[src/rvviPkg.sv]
// Shared widths, tracked CSR addresses, cause codes and record types
// for the retirement-trace converter
`default_nettype none

package rvviPkg;

   ////////////////////////////////////////////////////////////////////
   // Widths with a meaning
   ////////////////////////////////////////////////////////////////////
   typedef logic [63:0] orderT;
   typedef logic [31:0] xlenT;
   typedef logic [4:0]  regAddrT;
   typedef logic [31:0] regMaskT;
   typedef logic [1:0]  csrIdxT;
   typedef logic [3:0]  csrMaskT;
   typedef logic [10:0] causeT;
   typedef logic [5:0]  excCauseT;

   localparam int NumCsrs = 4;

   // Tracked CSRs, in csr array order
   localparam logic [11:0] CsrMstatusAddr = 12'h300;
   localparam logic [11:0] CsrMepcAddr    = 12'h341;
   localparam logic [11:0] CsrMcauseAddr  = 12'h342;
   localparam logic [11:0] CsrMtvalAddr   = 12'h343;

   // Cause codes seen on the retirement stream
   localparam excCauseT ExcInstrBusFault = 6'd48;
   localparam causeT    NmiLoadCause     = 11'd1024;
   localparam causeT    NmiStoreCause    = 11'd1025;
   localparam logic [2:0] DbgCauseHaltReq = 3'd3;

   ////////////////////////////////////////////////////////////////////
   // Records
   ////////////////////////////////////////////////////////////////////
   typedef struct packed {
      xlenT rdata;
      xlenT wdata;
      xlenT wmask;
   } csrAccessT;

   // One RVFI retirement
   typedef struct packed {
      orderT                   order;
      xlenT                    insn;
      xlenT                    pcRdata;
      xlenT                    pcWdata;
      logic                    trap;
      logic                    trapException;
      excCauseT                trapCause;
      logic                    intr;
      logic                    intrInterrupt;
      causeT                   intrCause;
      logic [1:0]              nmip;
      logic [2:0]              dbg;
      logic                    dbgMode;
      logic [1:0]              mode;
      regAddrT                 rdAddr;
      xlenT                    rdWdata;
      csrAccessT [NumCsrs-1:0] csr;
   } rvfiRetireT;

   // Writeback stage result, still carrying the raw event fields
   typedef struct packed {
      orderT              order;
      xlenT               insn;
      xlenT               pcRdata;
      xlenT               pcWdata;
      logic [1:0]         mode;
      logic               trap;
      logic               trapException;
      excCauseT           trapCause;
      logic               intr;
      logic               intrInterrupt;
      causeT              intrCause;
      logic [1:0]         nmip;
      logic [2:0]         dbg;
      logic               dbgMode;
      regMaskT            xWb;
      xlenT               xWdata;
      xlenT [NumCsrs-1:0] csrValue;
      csrMaskT            csrWb;
   } decodedRecT;

   typedef struct packed {
      logic  nmi;
      causeT nmiCause;
      logic  insBusFault;
      logic  haltReq;
   } netStateT;

   // Output trace record
   typedef struct packed {
      orderT              order;
      xlenT               insn;
      xlenT               pcRdata;
      xlenT               pcWdata;
      logic [1:0]         mode;
      logic               trapExt;
      logic               intr;
      regMaskT            xWb;
      xlenT               xWdata;
      xlenT [NumCsrs-1:0] csrValue;
      csrMaskT            csrWb;
      netStateT           nets;
      logic [3:0]         netChanged;
   } rvviTraceT;

endpackage

`default_nettype wire
[src/rvviTracer.sv]
// Top level of the retirement-trace converter, filter, writeback decode
// and net tracker stages in a chain
`timescale 1ns/1ns
`default_nettype none

module rvviTracer (
   input  wire                      rvvi,
   input  wire                      rst_i,
   input  wire rvviPkg::rvfiRetireT retire_i,
   input  wire                      retireValid_i,
   output wire                      retireReady_o,
   output rvviPkg::rvviTraceT       trace_o,
   output wire                      traceValid_o,
   input  wire                      traceReady_i
);
   import rvviPkg::*;

   // Filter to writeback decode
   rvfiRetireT filtered;
   logic       filteredValid;
   logic       filteredReady;

   // Writeback decode to net tracker
   decodedRecT decoded;
   logic       decodedValid;
   logic       decodedReady;

   retireFilter u_retireFilter (
      .rvvi          (rvvi),
      .rst_i         (rst_i),
      .retire_i      (retire_i),
      .retireValid_i (retireValid_i),
      .retireReady_o (retireReady_o),
      .retire_o      (filtered),
      .retireValid_o (filteredValid),
      .retireReady_i (filteredReady)
   );

   writebackDecode u_writebackDecode (
      .rvvi          (rvvi),
      .rst_i         (rst_i),
      .retire_i      (filtered),
      .retireValid_i (filteredValid),
      .retireReady_o (filteredReady),
      .dec_o         (decoded),
      .decValid_o    (decodedValid),
      .decReady_i    (decodedReady)
   );

   netEventTracker u_netEventTracker (
      .rvvi         (rvvi),
      .rst_i        (rst_i),
      .dec_i        (decoded),
      .decValid_i   (decodedValid),
      .decReady_o   (decodedReady),
      .trace_o      (trace_o),
      .traceValid_o (traceValid_o),
      .traceReady_i (traceReady_i)
   );

endmodule

`default_nettype wire

[src/netEventTracker.sv]
// Third pipeline stage, NMI, instruction bus fault and halt request
// net levels with change flags, plus the external trap flag
`timescale 1ns/1ns
`default_nettype none

module netEventTracker (
   input  wire                      rvvi,
   input  wire                      rst_i,
   input  wire rvviPkg::decodedRecT dec_i,
   input  wire                      decValid_i,
   output logic                     decReady_o,
   output rvviPkg::rvviTraceT       trace_o,
   output logic                     traceValid_o,
   input  wire                      traceReady_i
);
   import rvviPkg::*;

   netStateT   netState;
   netStateT   nextNets;
   logic [3:0] changed;
   logic       nmiCauseHit;
   logic       busFaultCause;
   logic       accept;

   assign decReady_o = !traceValid_o || traceReady_i;
   assign accept     = decValid_i && decReady_o;

   ////////////////////////////////////////////////////////////////////
   // Next net levels
   ////////////////////////////////////////////////////////////////////
   assign nmiCauseHit   = (dec_i.intrCause == NmiLoadCause) ||
                          (dec_i.intrCause == NmiStoreCause);
   assign busFaultCause = (dec_i.trapCause == ExcInstrBusFault);

   always_comb begin
      // Load/store NMI, either taken as an interrupt or still pending
      nextNets.nmi = (dec_i.intr && dec_i.intrInterrupt && nmiCauseHit) || dec_i.nmip[0];

      // Cause holds its last value once nmi drops
      nextNets.nmiCause = nextNets.nmi ? dec_i.intrCause : netState.nmiCause;

      // Fetch fault is reported by the core as a trap, not by the model
      nextNets.insBusFault = dec_i.trap && dec_i.trapException && busFaultCause;

      nextNets.haltReq = (dec_i.dbg == DbgCauseHaltReq) && dec_i.dbgMode;
   end

   // Bit order nmi, nmiCause, insBusFault, haltReq from msb down
   assign changed = {
      nextNets.nmi         != netState.nmi,
      nextNets.nmiCause    != netState.nmiCause,
      nextNets.insBusFault != netState.insBusFault,
      nextNets.haltReq     != netState.haltReq
   };

   always_ff @(posedge rvvi) begin
      if (rst_i) begin
         netState <= '0;
      end else if (accept) begin
         netState <= nextNets;
      end
   end

   ////////////////////////////////////////////////////////////////////
   // Stage register
   ////////////////////////////////////////////////////////////////////
   always_ff @(posedge rvvi) begin
      if (rst_i) begin
         traceValid_o <= 1'b0;
      end else if (decReady_o) begin
         traceValid_o <= decValid_i;
      end
   end

   always_ff @(posedge rvvi) begin
      if (accept) begin
         trace_o.order      <= dec_i.order;
         trace_o.insn       <= dec_i.insn;
         trace_o.pcRdata    <= dec_i.pcRdata;
         trace_o.pcWdata    <= dec_i.pcWdata;
         trace_o.mode       <= dec_i.mode;
         // Only the cause 48 trap is generated outside the model
         trace_o.trapExt    <= dec_i.trap && busFaultCause;
         trace_o.intr       <= dec_i.intr;
         trace_o.xWb        <= dec_i.xWb;
         trace_o.xWdata     <= dec_i.xWdata;
         trace_o.csrValue   <= dec_i.csrValue;
         trace_o.csrWb      <= dec_i.csrWb;
         trace_o.nets       <= nextNets;
         trace_o.netChanged <= changed;
      end
   end

endmodule

`default_nettype wire

[src/writebackDecode.sv]
// Second pipeline stage, GPR writeback mask and merged CSR values
// with per-CSR change flags
`timescale 1ns/1ns
`default_nettype none

module writebackDecode (
   input  wire                      rvvi,
   input  wire                      rst_i,
   input  wire rvviPkg::rvfiRetireT retire_i,
   input  wire                      retireValid_i,
   output logic                     retireReady_o,
   output rvviPkg::decodedRecT      dec_o,
   output logic                     decValid_o,
   input  wire                      decReady_i
);
   import rvviPkg::*;

   xlenT [NumCsrs-1:0] lastCsr;
   xlenT [NumCsrs-1:0] merged;
   csrMaskT            csrChanged;
   regMaskT            gprMask;
   logic               accept;

   assign retireReady_o = !decValid_o || decReady_i;
   assign accept        = retireValid_i && retireReady_o;

   // x0 is never written back
   assign gprMask = (retire_i.rdAddr == '0) ? '0 : (regMaskT'(1) << retire_i.rdAddr);

   ////////////////////////////////////////////////////////////////////
   // CSR merge
   ////////////////////////////////////////////////////////////////////
   // Written bits come from wdata, the rest keep the read value
   always_comb begin
      for (int i = 0; i < NumCsrs; i++) begin
         merged[i] = (retire_i.csr[i].wdata & retire_i.csr[i].wmask) |
                     (retire_i.csr[i].rdata & ~retire_i.csr[i].wmask);
         csrChanged[i] = (merged[i] != lastCsr[i]);
      end
   end

   always_ff @(posedge rvvi) begin
      if (rst_i) begin
         lastCsr <= '0;
      end else if (accept) begin
         lastCsr <= merged;
      end
   end

   ////////////////////////////////////////////////////////////////////
   // Stage register
   ////////////////////////////////////////////////////////////////////
   always_ff @(posedge rvvi) begin
      if (rst_i) begin
         decValid_o <= 1'b0;
      end else if (retireReady_o) begin
         decValid_o <= retireValid_i;
      end
   end

   always_ff @(posedge rvvi) begin
      if (accept) begin
         dec_o.order         <= retire_i.order;
         dec_o.insn          <= retire_i.insn;
         dec_o.pcRdata       <= retire_i.pcRdata;
         dec_o.pcWdata       <= retire_i.pcWdata;
         dec_o.mode          <= retire_i.mode;
         dec_o.trap          <= retire_i.trap;
         dec_o.trapException <= retire_i.trapException;
         dec_o.trapCause     <= retire_i.trapCause;
         dec_o.intr          <= retire_i.intr;
         dec_o.intrInterrupt <= retire_i.intrInterrupt;
         dec_o.intrCause     <= retire_i.intrCause;
         dec_o.nmip          <= retire_i.nmip;
         dec_o.dbg           <= retire_i.dbg;
         dec_o.dbgMode       <= retire_i.dbgMode;
         dec_o.xWb           <= gprMask;
         dec_o.xWdata        <= retire_i.rdWdata;
         dec_o.csrValue      <= merged;
         dec_o.csrWb         <= csrChanged;
      end
   end

endmodule

`default_nettype wire

[src/retireFilter.sv]
// First pipeline stage, accepts retirements and drops repeated order numbers
`timescale 1ns/1ns
`default_nettype none

module retireFilter (
   input  wire                      rvvi,
   input  wire                      rst_i,
   input  wire rvviPkg::rvfiRetireT retire_i,
   input  wire                      retireValid_i,
   output logic                     retireReady_o,
   output rvviPkg::rvfiRetireT      retire_o,
   output logic                     retireValid_o,
   input  wire                      retireReady_i
);
   import rvviPkg::*;

   orderT lastOrder;
   logic  seen;
   logic  accept;
   logic  repeated;

   // Output register empty or being drained this cycle
   assign retireReady_o = !retireValid_o || retireReady_i;
   assign accept        = retireValid_i && retireReady_o;

   // Same order as the last forwarded record means a replayed retirement
   assign repeated = seen && (retire_i.order == lastOrder);

   ////////////////////////////////////////////////////////////////////
   // Stage register
   ////////////////////////////////////////////////////////////////////
   always_ff @(posedge rvvi) begin
      if (rst_i) begin
         retireValid_o <= 1'b0;
      end else if (retireReady_o) begin
         retireValid_o <= retireValid_i && !repeated;
      end
   end

   always_ff @(posedge rvvi) begin
      if (accept && !repeated) begin
         retire_o <= retire_i;
      end
   end

   // Order tracking follows forwarded records only
   always_ff @(posedge rvvi) begin
      if (rst_i) begin
         lastOrder <= '0;
         seen      <= 1'b0;
      end else if (accept && !repeated) begin
         lastOrder <= retire_i.order;
         seen      <= 1'b1;
      end
   end

endmodule

`default_nettype wire

[config.mk]
export PLATFORM = sky130hd
export DESIGN_NAME = rvviTracer
export DESIGN_NICKNAME = d
export VERILOG_FILES = /design/src/rvviPkg.sv /design/src/rvviTracer.sv /design/src/netEventTracker.sv /design/src/writebackDecode.sv /design/src/retireFilter.sv
export SDC_FILE = /design/constraint.sdc
export NUM_CORES = 1
export LEC_CHECK = 0
export BUFFER_PORTS_ARGS = -buffer_cell sky130_fd_sc_hd__clkbuf_2
export CAP_MARGIN = 5
export CORE_AREA = 3 3 382 384
export CTS_CLUSTER_DIAMETER = 40
export DETAILED_ROUTE_END_ITERATION = 16
export DIE_AREA = 0 0 385 387
export REMOVE_ABC_BUFFERS = 1
export SETUP_SLACK_MARGIN = 0.05
export SYNTH_ARGS = -nofsm -noshare
export SYNTH_HDL_FRONTEND = slang
export SYNTH_SLANG_ARGS = --single-unit
export TNS_END_PERCENT = 30
[constraint.sdc]
create_clock -name rvvi -period 19.5 [get_ports rvvi]
set_input_delay 3.9 -clock rvvi [delete_from_list [all_inputs] [get_ports rvvi]]
set_output_delay 3.9 -clock rvvi [all_outputs]
set_load 0.005 [all_outputs]
-- Yosys cells after proc, flatten, opt, wreduce, memory -nomap -nowiden
Cells that the tools add are included.
- flip-flop bits (word level): 1581
- input bits: 614
- word-level logic and storage cells: 134
- equal/unequal tests: 13
- shift operators: 1
- muxes and demuxes: 1
- bitwise operators: 16
- reductions and logical operators: 22
- operator list (cell ; count):
    32-bit bitwise AND ; 8
    32-bit inequality test ; 4
    32-bit inverter ; 4
    32-bit bitwise OR ; 4
    64-bit equality test ; 1
    1-bit by 5-bit << shifter with 32-bit output (first input constant) ; 1
    11-bit equality test (second input constant) ; 2
    1-bit logical AND ; 12
    11-bit 2-to-1 mux ; 1
    11-bit inequality test ; 1
    6-bit equality test (second input constant) ; 1
    5-bit logical NOT ; 1
    1-bit logical OR ; 5
    1-bit logical NOT ; 4
    3-bit by 2-bit equality test with 1-bit output (second input constant) ; 1
    1-bit inequality test ; 3

-- Depth between registers and ports, before layout
Gate-level depths: netlist of the first run.
- word-level depth: 6
- depth in mapped cells: 8
- gate-level depth less buffers: 6

-- By module
From an unflattened synthesis of the first run, not the netlist that was laid out.
- cell total of the unflattened synthesis: 2683
- area, all modules: 53191.0 um2
- modules (own cells, without submodules) (module ; instances ; cells an instance ; area an instance (um2)):
    retireFilter ; 1 ; 899 ; 21292.9
    writebackDecode ; 1 ; 1297 ; 19585.0
    netEventTracker ; 1 ; 487 ; 12313.1

-- Least setup slack after synthesis of the first run
OpenSTA, ideal clock, no wires.
- kind: in2reg
- start point: input port retire_i[568] (netlist name)
- end point: register u_retireFilter.retire_o[0] (netlist name) (enable)
- library setup time: 0.956 ns
- arrival: 16.454 ns
- path slack: 2.090 ns
- stages on the path: 8
- buffers on the path: 2
- path through: nand2b_1 o2111ai_1 nor4_1 nand4_1 o21ai_2 buf_6 buf_6 inv_1
- word-level cells in the longest chain between the ends: 4
- ends and longest elaborated chain (what ; RTL line ; text):
    start: declaration ; rvviTracer.sv:9 ; input wire rvviPkg::rvfiRetireT retire_i,
    64-bit equality test ; retireFilter.sv:27 ; assign repeated = seen && (retire_i.order == lastOrder);
    1-bit logical AND ; retireFilter.sv:27 ;
    1-bit logical NOT ; retireFilter.sv:41 ; if (accept && !repeated) begin
    1-bit logical AND ; retireFilter.sv:41 ;
    end signal: assignment ; retireFilter.sv:42 ; retire_o <= retire_i;
    end: declaration ; retireFilter.sv:11 ; output rvviPkg::rvfiRetireT retire_o,
No other way between the ends.
A chain may end at the register's enable or synchronous reset.

-- Worst setup path in the final report of the first run
- start point: input port traceReady_i
- end point: output port retireReady_o
- word-level cells in the longest chain between the ends: 3
- ends and longest elaborated chain (what ; RTL line ; text):
    start: declaration ; rvviTracer.sv:14 ; input wire traceReady_i
    1-bit logical OR ; netEventTracker.sv:25 ; assign decReady_o = !traceValid_o || traceReady_i;
    1-bit logical OR ; writebackDecode.sv:24 ; assign retireReady_o = !decValid_o || decReady_i;
    1-bit logical OR ; retireFilter.sv:23 ; assign retireReady_o = !retireValid_o || retireReady_i;
    end: declaration ; rvviTracer.sv:11 ; output wire retireReady_o,
No other way between the ends.

==> results.tsv, run 1 <==
metric	value	unit
Seq/Total Area, Yosys	0.8539	
row count	139	
CP dominant cell by count	clkbuf_2	
final setup vio count	0	
wirelength, routed	125000	µm
Mapped Avg Cell Area	19.11	µm²
Die Y-Extent	387	µm
cells after synthesis	2781	
sequential power share	0.502	
number of antenna violations at the first check in global routing	21	
worst slew pin tran	1.189	ns
critical path, cell by cell	clkbuf_2, nor2b_1, nand3_1, clkbuf_2	
Distinct cells, synth	40	
post-CTS setup buffers	0	
#FFs+latches synth	1581	
Ports	994	
internal power	0.006194	W
die area	0.1490	mm²
clk buf depth	3	
grt ovf	0	
Worst setup EP type	output pin	
worst skew pair latency	0.80	ns
DP HPWL	88880	µm
total CTS buffers	192	
GRT Total Usage	0.1644	
final core utilization	0.4682	
PwrDens	118.2	mW/mm²
placed insts	5628	
Post-synth EDFFs	1371	
commonest non-fill, non-tap cell in the layout	edfxtp_1	
Psw	0.001724	W
CTS tree	yes	
layer carrying the most global-route usage	met2	
Final Hold Fails	0	
Static Leak	24.54	nW
Slowest-stage cell, CP	nor2b_1	
largest net degree at the start of global routing	192	
met2 Use GR	0.2737	
most frequent cells in the layout	edfxtp_1 (1371), clkbuf_2 (991), nor2_1 (309)	
drt first-iter violations	1495	
hold buffer count at CTS	0	
PostCTS Resize Cnt	0	
root buffer cell	clkbuf_16	
initial core utilization	0.3712	
Post-synth top flop	edfxtp_1	
combinational share of power	0.049	
Setup CP Type	in -> out	
area of the core	0.1431	mm²
Ys Warns	0	
clock-pin slew on the worst setup and hold paths	0.06	ns
Max Slew Vio Count	0	
Avg Vias per Cell	4.534	
clock skew	0.06314	ns
synthesized area	0.05314	mm²
clock network fraction of total power	0.449	
HP Class	reg -> reg	
share of cells above drive strength 1	0.3599	
GP Congestion	0.8136	
Area Overhead vs Synth	26.12	%
crit-path max FO	5	
Layout Cells excl Fill	6002	
wire per inst	20.83	µm
met1 Use GR	0.1861	
htree depth	4	
met3 GRT Util	0.06993	
vias in the first global route	27500	
DR DRC count	0	
FMAX	0.1174	GHz
sw frac	0.2178	
Num Clock Sinks	1581	
final cycle utilization of the critical path	0.4369	
CP startpoint kind	primary input	
Die X	385	µm
DR pass1 iterations	5	
slew margin rel.	0.2070	
# nets final	4533	
post-synthesis async set-or-reset flop share	0	
routed via count	27210	
Crit path largest cell delay	0.24	ns
Port Buf Inserts	992	
RSZ-0062 raised after global routing	false	
post-layout min period	8.519	ns
status	finished clean	
worst vdd ir	91.79	µV
Arr. time, crit path	4.62	ns
Critical Path RT	15.60	ns
first-pass GRT wire length	179200	µm
MaxCap Viol Count	0	
Antenna Nets Post-Route	0	
-- cells by family after synthesis --
logic type	Yosys count	synth area share
xor gates and xnor gates	192	0.03165
and+or+nand+nor	695	0.06254
other	1	0.00007057
AOI/OAI and AO/OA	20	0.002802
muxes	206	0.04187
buffers and inverters	86	0.007158
DFF	1581	0.8539
-- final timing paths --
check,slack [ns],cells after the start,startpoint,to
hold / removal,0.38,0,u_retireFilter.retire_o[538],u_writebackDecode.dec_o[313]
setup / recovery,10.98,4,traceReady_i,retireReady_o
setup reg to reg,14.69,9,u_retireFilter.lastOrder[39],u_retireFilter.retire_o[343]
hold reg to reg,0.38,0,u_retireFilter.retire_o[538],u_writebackDecode.dec_o[313]
-- power groups by stage --
| stage | registers, W | clock network, W | logic (W) |
|---|---|---|---|
| 5_1_grt | 0.00399 | 0.00378 | 0.000426 |
| 3_3_place_gp | 0.00404 | 0 | 0.000390 |
| 3_5_place_dp | 0.00405 | 0 | 0.000395 |
| 4_1_cts | 0.00398 | 0.00365 | 0.000397 |
| 2_1_floorplan | 0.00406 | 0 | 0.000209 |
| 6_report | 0.00398 | 0.00356 | 0.000387 |
-- per-layer routing --
layer | part of all wire | up-vias
met4 | 0.036 | 18
met2 | 0.49 | 940
met1 | 0.37 | 13320
met5 | 0.00098 | -
li1 | - | 12700
met3 | 0.10 | 233
-- cell usage after synthesis (all sizes together) (3+ instances only) --
cell type / count / share of area
edfxtp: 1371 / 0.77
nor2: 309 / 0.022
dfxtp: 210 / 0.079
xnor2: 176 / 0.029
nand2b: 135 / 0.016
nor3: 131 / 0.012
mux2: 130 / 0.028
mux2i: 76 / 0.014
clkbuf: 60 / 0.0042
nand4: 44 / 0.0052
nand2: 40 / 0.0028
nor4: 16 / 0.0019
xor2: 16 / 0.0026
inv: 15 / 0.0011
buf: 11 / 0.0019
nor2b: 8 / 0.00094
a21oi: 5 / 0.00047
nand3b: 3 / 0.00042
o21ai: 3 / 0.00035
-- sequential cells by signal, indices dropped and copies added (netlist names) --
name and flops:
u_retireFilter.retireValid_o 1, u_retireFilter.lastOrder 64, u_netEventTracker.traceValid_o 1, u_writebackDecode.decValid_o 1
u_writebackDecode.lastCsr 128, u_writebackDecode.dec_o 384, u_retireFilter.seen 1, u_netEventTracker.trace_o 378
u_retireFilter.retire_o 609, u_netEventTracker.netState 14
-- final cells by class --
cell class / instances / area (µm²)
inverter: 15 / 78.83
timing repair buffer: 1015 / 5172
fill: 12190 / 76120
antenna: 9 / 22.52
sequential: 1581 / 45370
clock inverter: 133 / 1495
multi-input combinational: 1114 / 7403
clock buffer: 232 / 5087
tap: 1903 / 2381
-- worst max-delay path, delay by kind of cell --
family | cells | cell delay (ns)
buf+inv | 2 | 0.29
simple gates | 2 | 0.42
-- per-stage QoR --
stage                     area, µm²  setup WS (ns)  total power, W  hold slack [ns]  setup TNS [ns]
final                         67010          10.98        0.007919           0.3832               0
after global routing          67000          10.88        0.008205           0.3812               0
after CTS                     66990          10.96        0.008023           0.3751               0
after detailed placement      60410          10.91        0.004442           0.4045               0
after global placement        60410          10.96        0.004427           0.4004               0
after floorplan               52810         -2.151        0.004273           0.4003        -1310.03
(Power assumes the default switching activity.)
==> run 2: changes to the inputs <==
- clock period: 19.5 -> 6.9 ns (I/O delays scaled with it)
==> results.tsv, run 2 (synthesis results as in run 1) <==
metric	value	unit	change
Total Power	0.02229	W	was 0.007919 W
internal power	0.01726	W	was 0.006194 W
register with the most flip-flops	u_retireFilter.retire_o		unchanged
post-layout min period	3.984	ns	
critical path, cell by cell	clkbuf_2, xnor2_1, o221ai_1, nor4_1, nand4_1, o21ai_4, buf_4, buf_4, mux2i_1		was clkbuf_2, nor2b_1, nand3_1, clkbuf_2
status	finished clean		unchanged
worst skew pair latency	0.79	ns	was 0.80 ns
FMAX	0.2510	GHz	
Critical Path RT	7.59	ns	was 15.60 ns
Buf/Inv on CP	3		was 2
Psw	0.005029	W	was 0.001724 W
wire per inst	21.01	µm	was 20.83 µm
post-route cell area	0.06707	mm²	was 0.06701 mm²
Avg Vias per Cell	4.538		was 4.534
PwrDens	332.3	mW/mm²	was 118.2 mW/mm²
post-CTS setup buffers	0		unchanged
MaxCap Viol Count	0		unchanged
most frequent cells in the layout	edfxtp_1 (1371), clkbuf_2 (991), nor2_1 (309)		unchanged
crit-path max FO	45		was 5
first-pass GRT wire length	179300	µm	was 179200 µm
Setup CP Type	in -> reg		was in -> out
Crit path largest cell delay	0.79	ns	was 0.24 ns
Die X	385	µm	unchanged
largest net degree at the start of global routing	165		was 192
Worst setup EP type	register		was output pin
Port Buf Inserts	992		unchanged
# nets final	4538		was 4533
die area	0.1490	mm²	unchanged
Final Hold Fails	0		unchanged
top flop regs	u_retireFilter.retire_o x609, u_writebackDecode.dec_o x384, u_netEventTracker.trace_o x378		unchanged
area of the multi-input gates	0.007403	mm²	unchanged
PostCTS Resize Cnt	0		unchanged
wirelength, routed	126200	µm	was 125000 µm
Slowest-stage cell, CP	nor4_1		was nor2b_1
CP dominant cell by count	buf_4		was clkbuf_2
CTS tree	yes		unchanged
routed via count	27270		was 27210
Area Overhead vs Synth	26.23	%	was 26.12%
hold buffer count at CTS	0		unchanged
Max Slew Vio Count	0		unchanged
GP Congestion	0.8182		was 0.8136
Layout fillers	12250		was 12190
worst slew pin tran	1.127	ns	was 1.189 ns
Ports	994		unchanged
Arr. time, crit path	4.68	ns	was 4.62 ns
root buffer cell	clkbuf_16		unchanged
final setup vio count	0		unchanged
grt ovf	0		unchanged
row count	139		unchanged
clk buf depth	3		unchanged
clock network fraction of total power	0.447		was 0.449
sw frac	0.2256		was 0.2178
final cycle utilization of the critical path	0.5774		
Antenna Nets Post-Route	0		unchanged
Largest register FFs	609		unchanged
htree depth	4		unchanged
Static Leak	24.57	nW	was 24.54 nW
sequential power share	0.504		was 0.502
clock skew	0.07225	ns	was 0.06314 ns
combinational share of power	0.049		about the same
commonest non-fill, non-tap cell in the layout	edfxtp_1		unchanged
Die Y-Extent	387	µm	unchanged
critical path's top delay family	buffers and inverters		was simple AND/OR/NAND/NOR gates
Fin Setup TNS	0	ns	unchanged
DR pass1 iterations	5		unchanged
share of cells above drive strength 1	0.3626		was 0.3599
Num Clock Sinks	1581		unchanged
vias in the first global route	27450		was 27500
Placement Cell Area	0.06048	mm²	was 0.06041 mm²
number of antenna violations at the first check in global routing	17		was 21
HP Class	reg -> reg		unchanged
CP startpoint kind	primary input		unchanged
initial core utilization	0.3712		unchanged
storage element area	0.04537	mm²	unchanged
DR DRC count	0		unchanged
clock-pin slew on the worst setup and hold paths	0.05	ns	was 0.06 ns
total CTS buffers	197		was 192
DP HPWL	89330	µm	was 88880 µm
slew margin rel.	0.2417		was 0.2070
worst vdd ir	215.8	µV	was 91.79 µV
area of the core	0.1431	mm²	unchanged
GRT Total Usage	0.1644		about the same
drt first-iter violations	1418		was 1495
RSZ-0062 raised after global routing	false		unchanged
==> run 2: changes by cell type in the layout (fill, tap and decap cells not counted), sizes merged <==
cell	change
clkinv	+2
bufinv	-10
clkinvlp	+1
diode	-2
inv	+15
==> run 2: routing by layer <==
metal  up-vias  wire length, µm  track usage
met5         -               97            0
li1      12700                -            -
met2       900            63650       0.2826
met4        16             3067      0.04916
met1     13460            47840       0.1899
met3       191            11560      0.06248
==> run 2: final cells by class <==
cell class                 instances  share of cell area
sequential                      1581              0.6765
timing repair buffer            1015             0.07824
antenna                            7           0.0002612
clock inverter                   141             0.02132
multi-input combinational       1114              0.1104
tap                             1903             0.03550
inverter                          15            0.001175
clock buffer                     232             0.07665
==> run 2: path summary, 6_finish.rpt <==
| check | start | end | slack [ns] | depth (start not counted) |
|---|---|---|---|---|
| max | retire_i[595] | u_retireFilter.lastOrder[44] | 2.92 | 9 |
| min | u_writebackDecode.dec_o[153] | u_netEventTracker.trace_o[171] | 0.36 | 0 |
| max reg2reg | u_retireFilter.lastOrder[49] | u_retireFilter.lastOrder[44] | 3.29 | 8 |
| min reg2reg | u_writebackDecode.dec_o[153] | u_netEventTracker.trace_o[171] | 0.36 | 0 |
==> run 2: power groups by stage <==
stage	Clock [W]	Sequential [W]	Combinational [W]
6_report	0.00996	0.0112	0.00110
5_1_grt	0.0106	0.0113	0.00121
4_1_cts	0.0102	0.0112	0.00113
3_5_place_dp	0	0.0114	0.00112
3_3_place_gp	0	0.0114	0.00111
2_1_floorplan	0	0.0115	0.000590
==> run 2: through the flow <==
stage / worst slack, ns / utilization / cells / hold slack, ns
after floorplan: -12.23 / - / 2710 / 0.4003
after global placement: 2.114 / 0.4226 / 5628 / 0.4005
after detailed placement: 2.088 / 0.4226 / 5628 / 0.4045
after CTS: 2.939 / 0.4685 / 6001 / 0.3648
after global routing: 2.822 / 0.4685 / 6003 / 0.3745
final: 2.916 / 0.4686 / 6008 / 0.3636
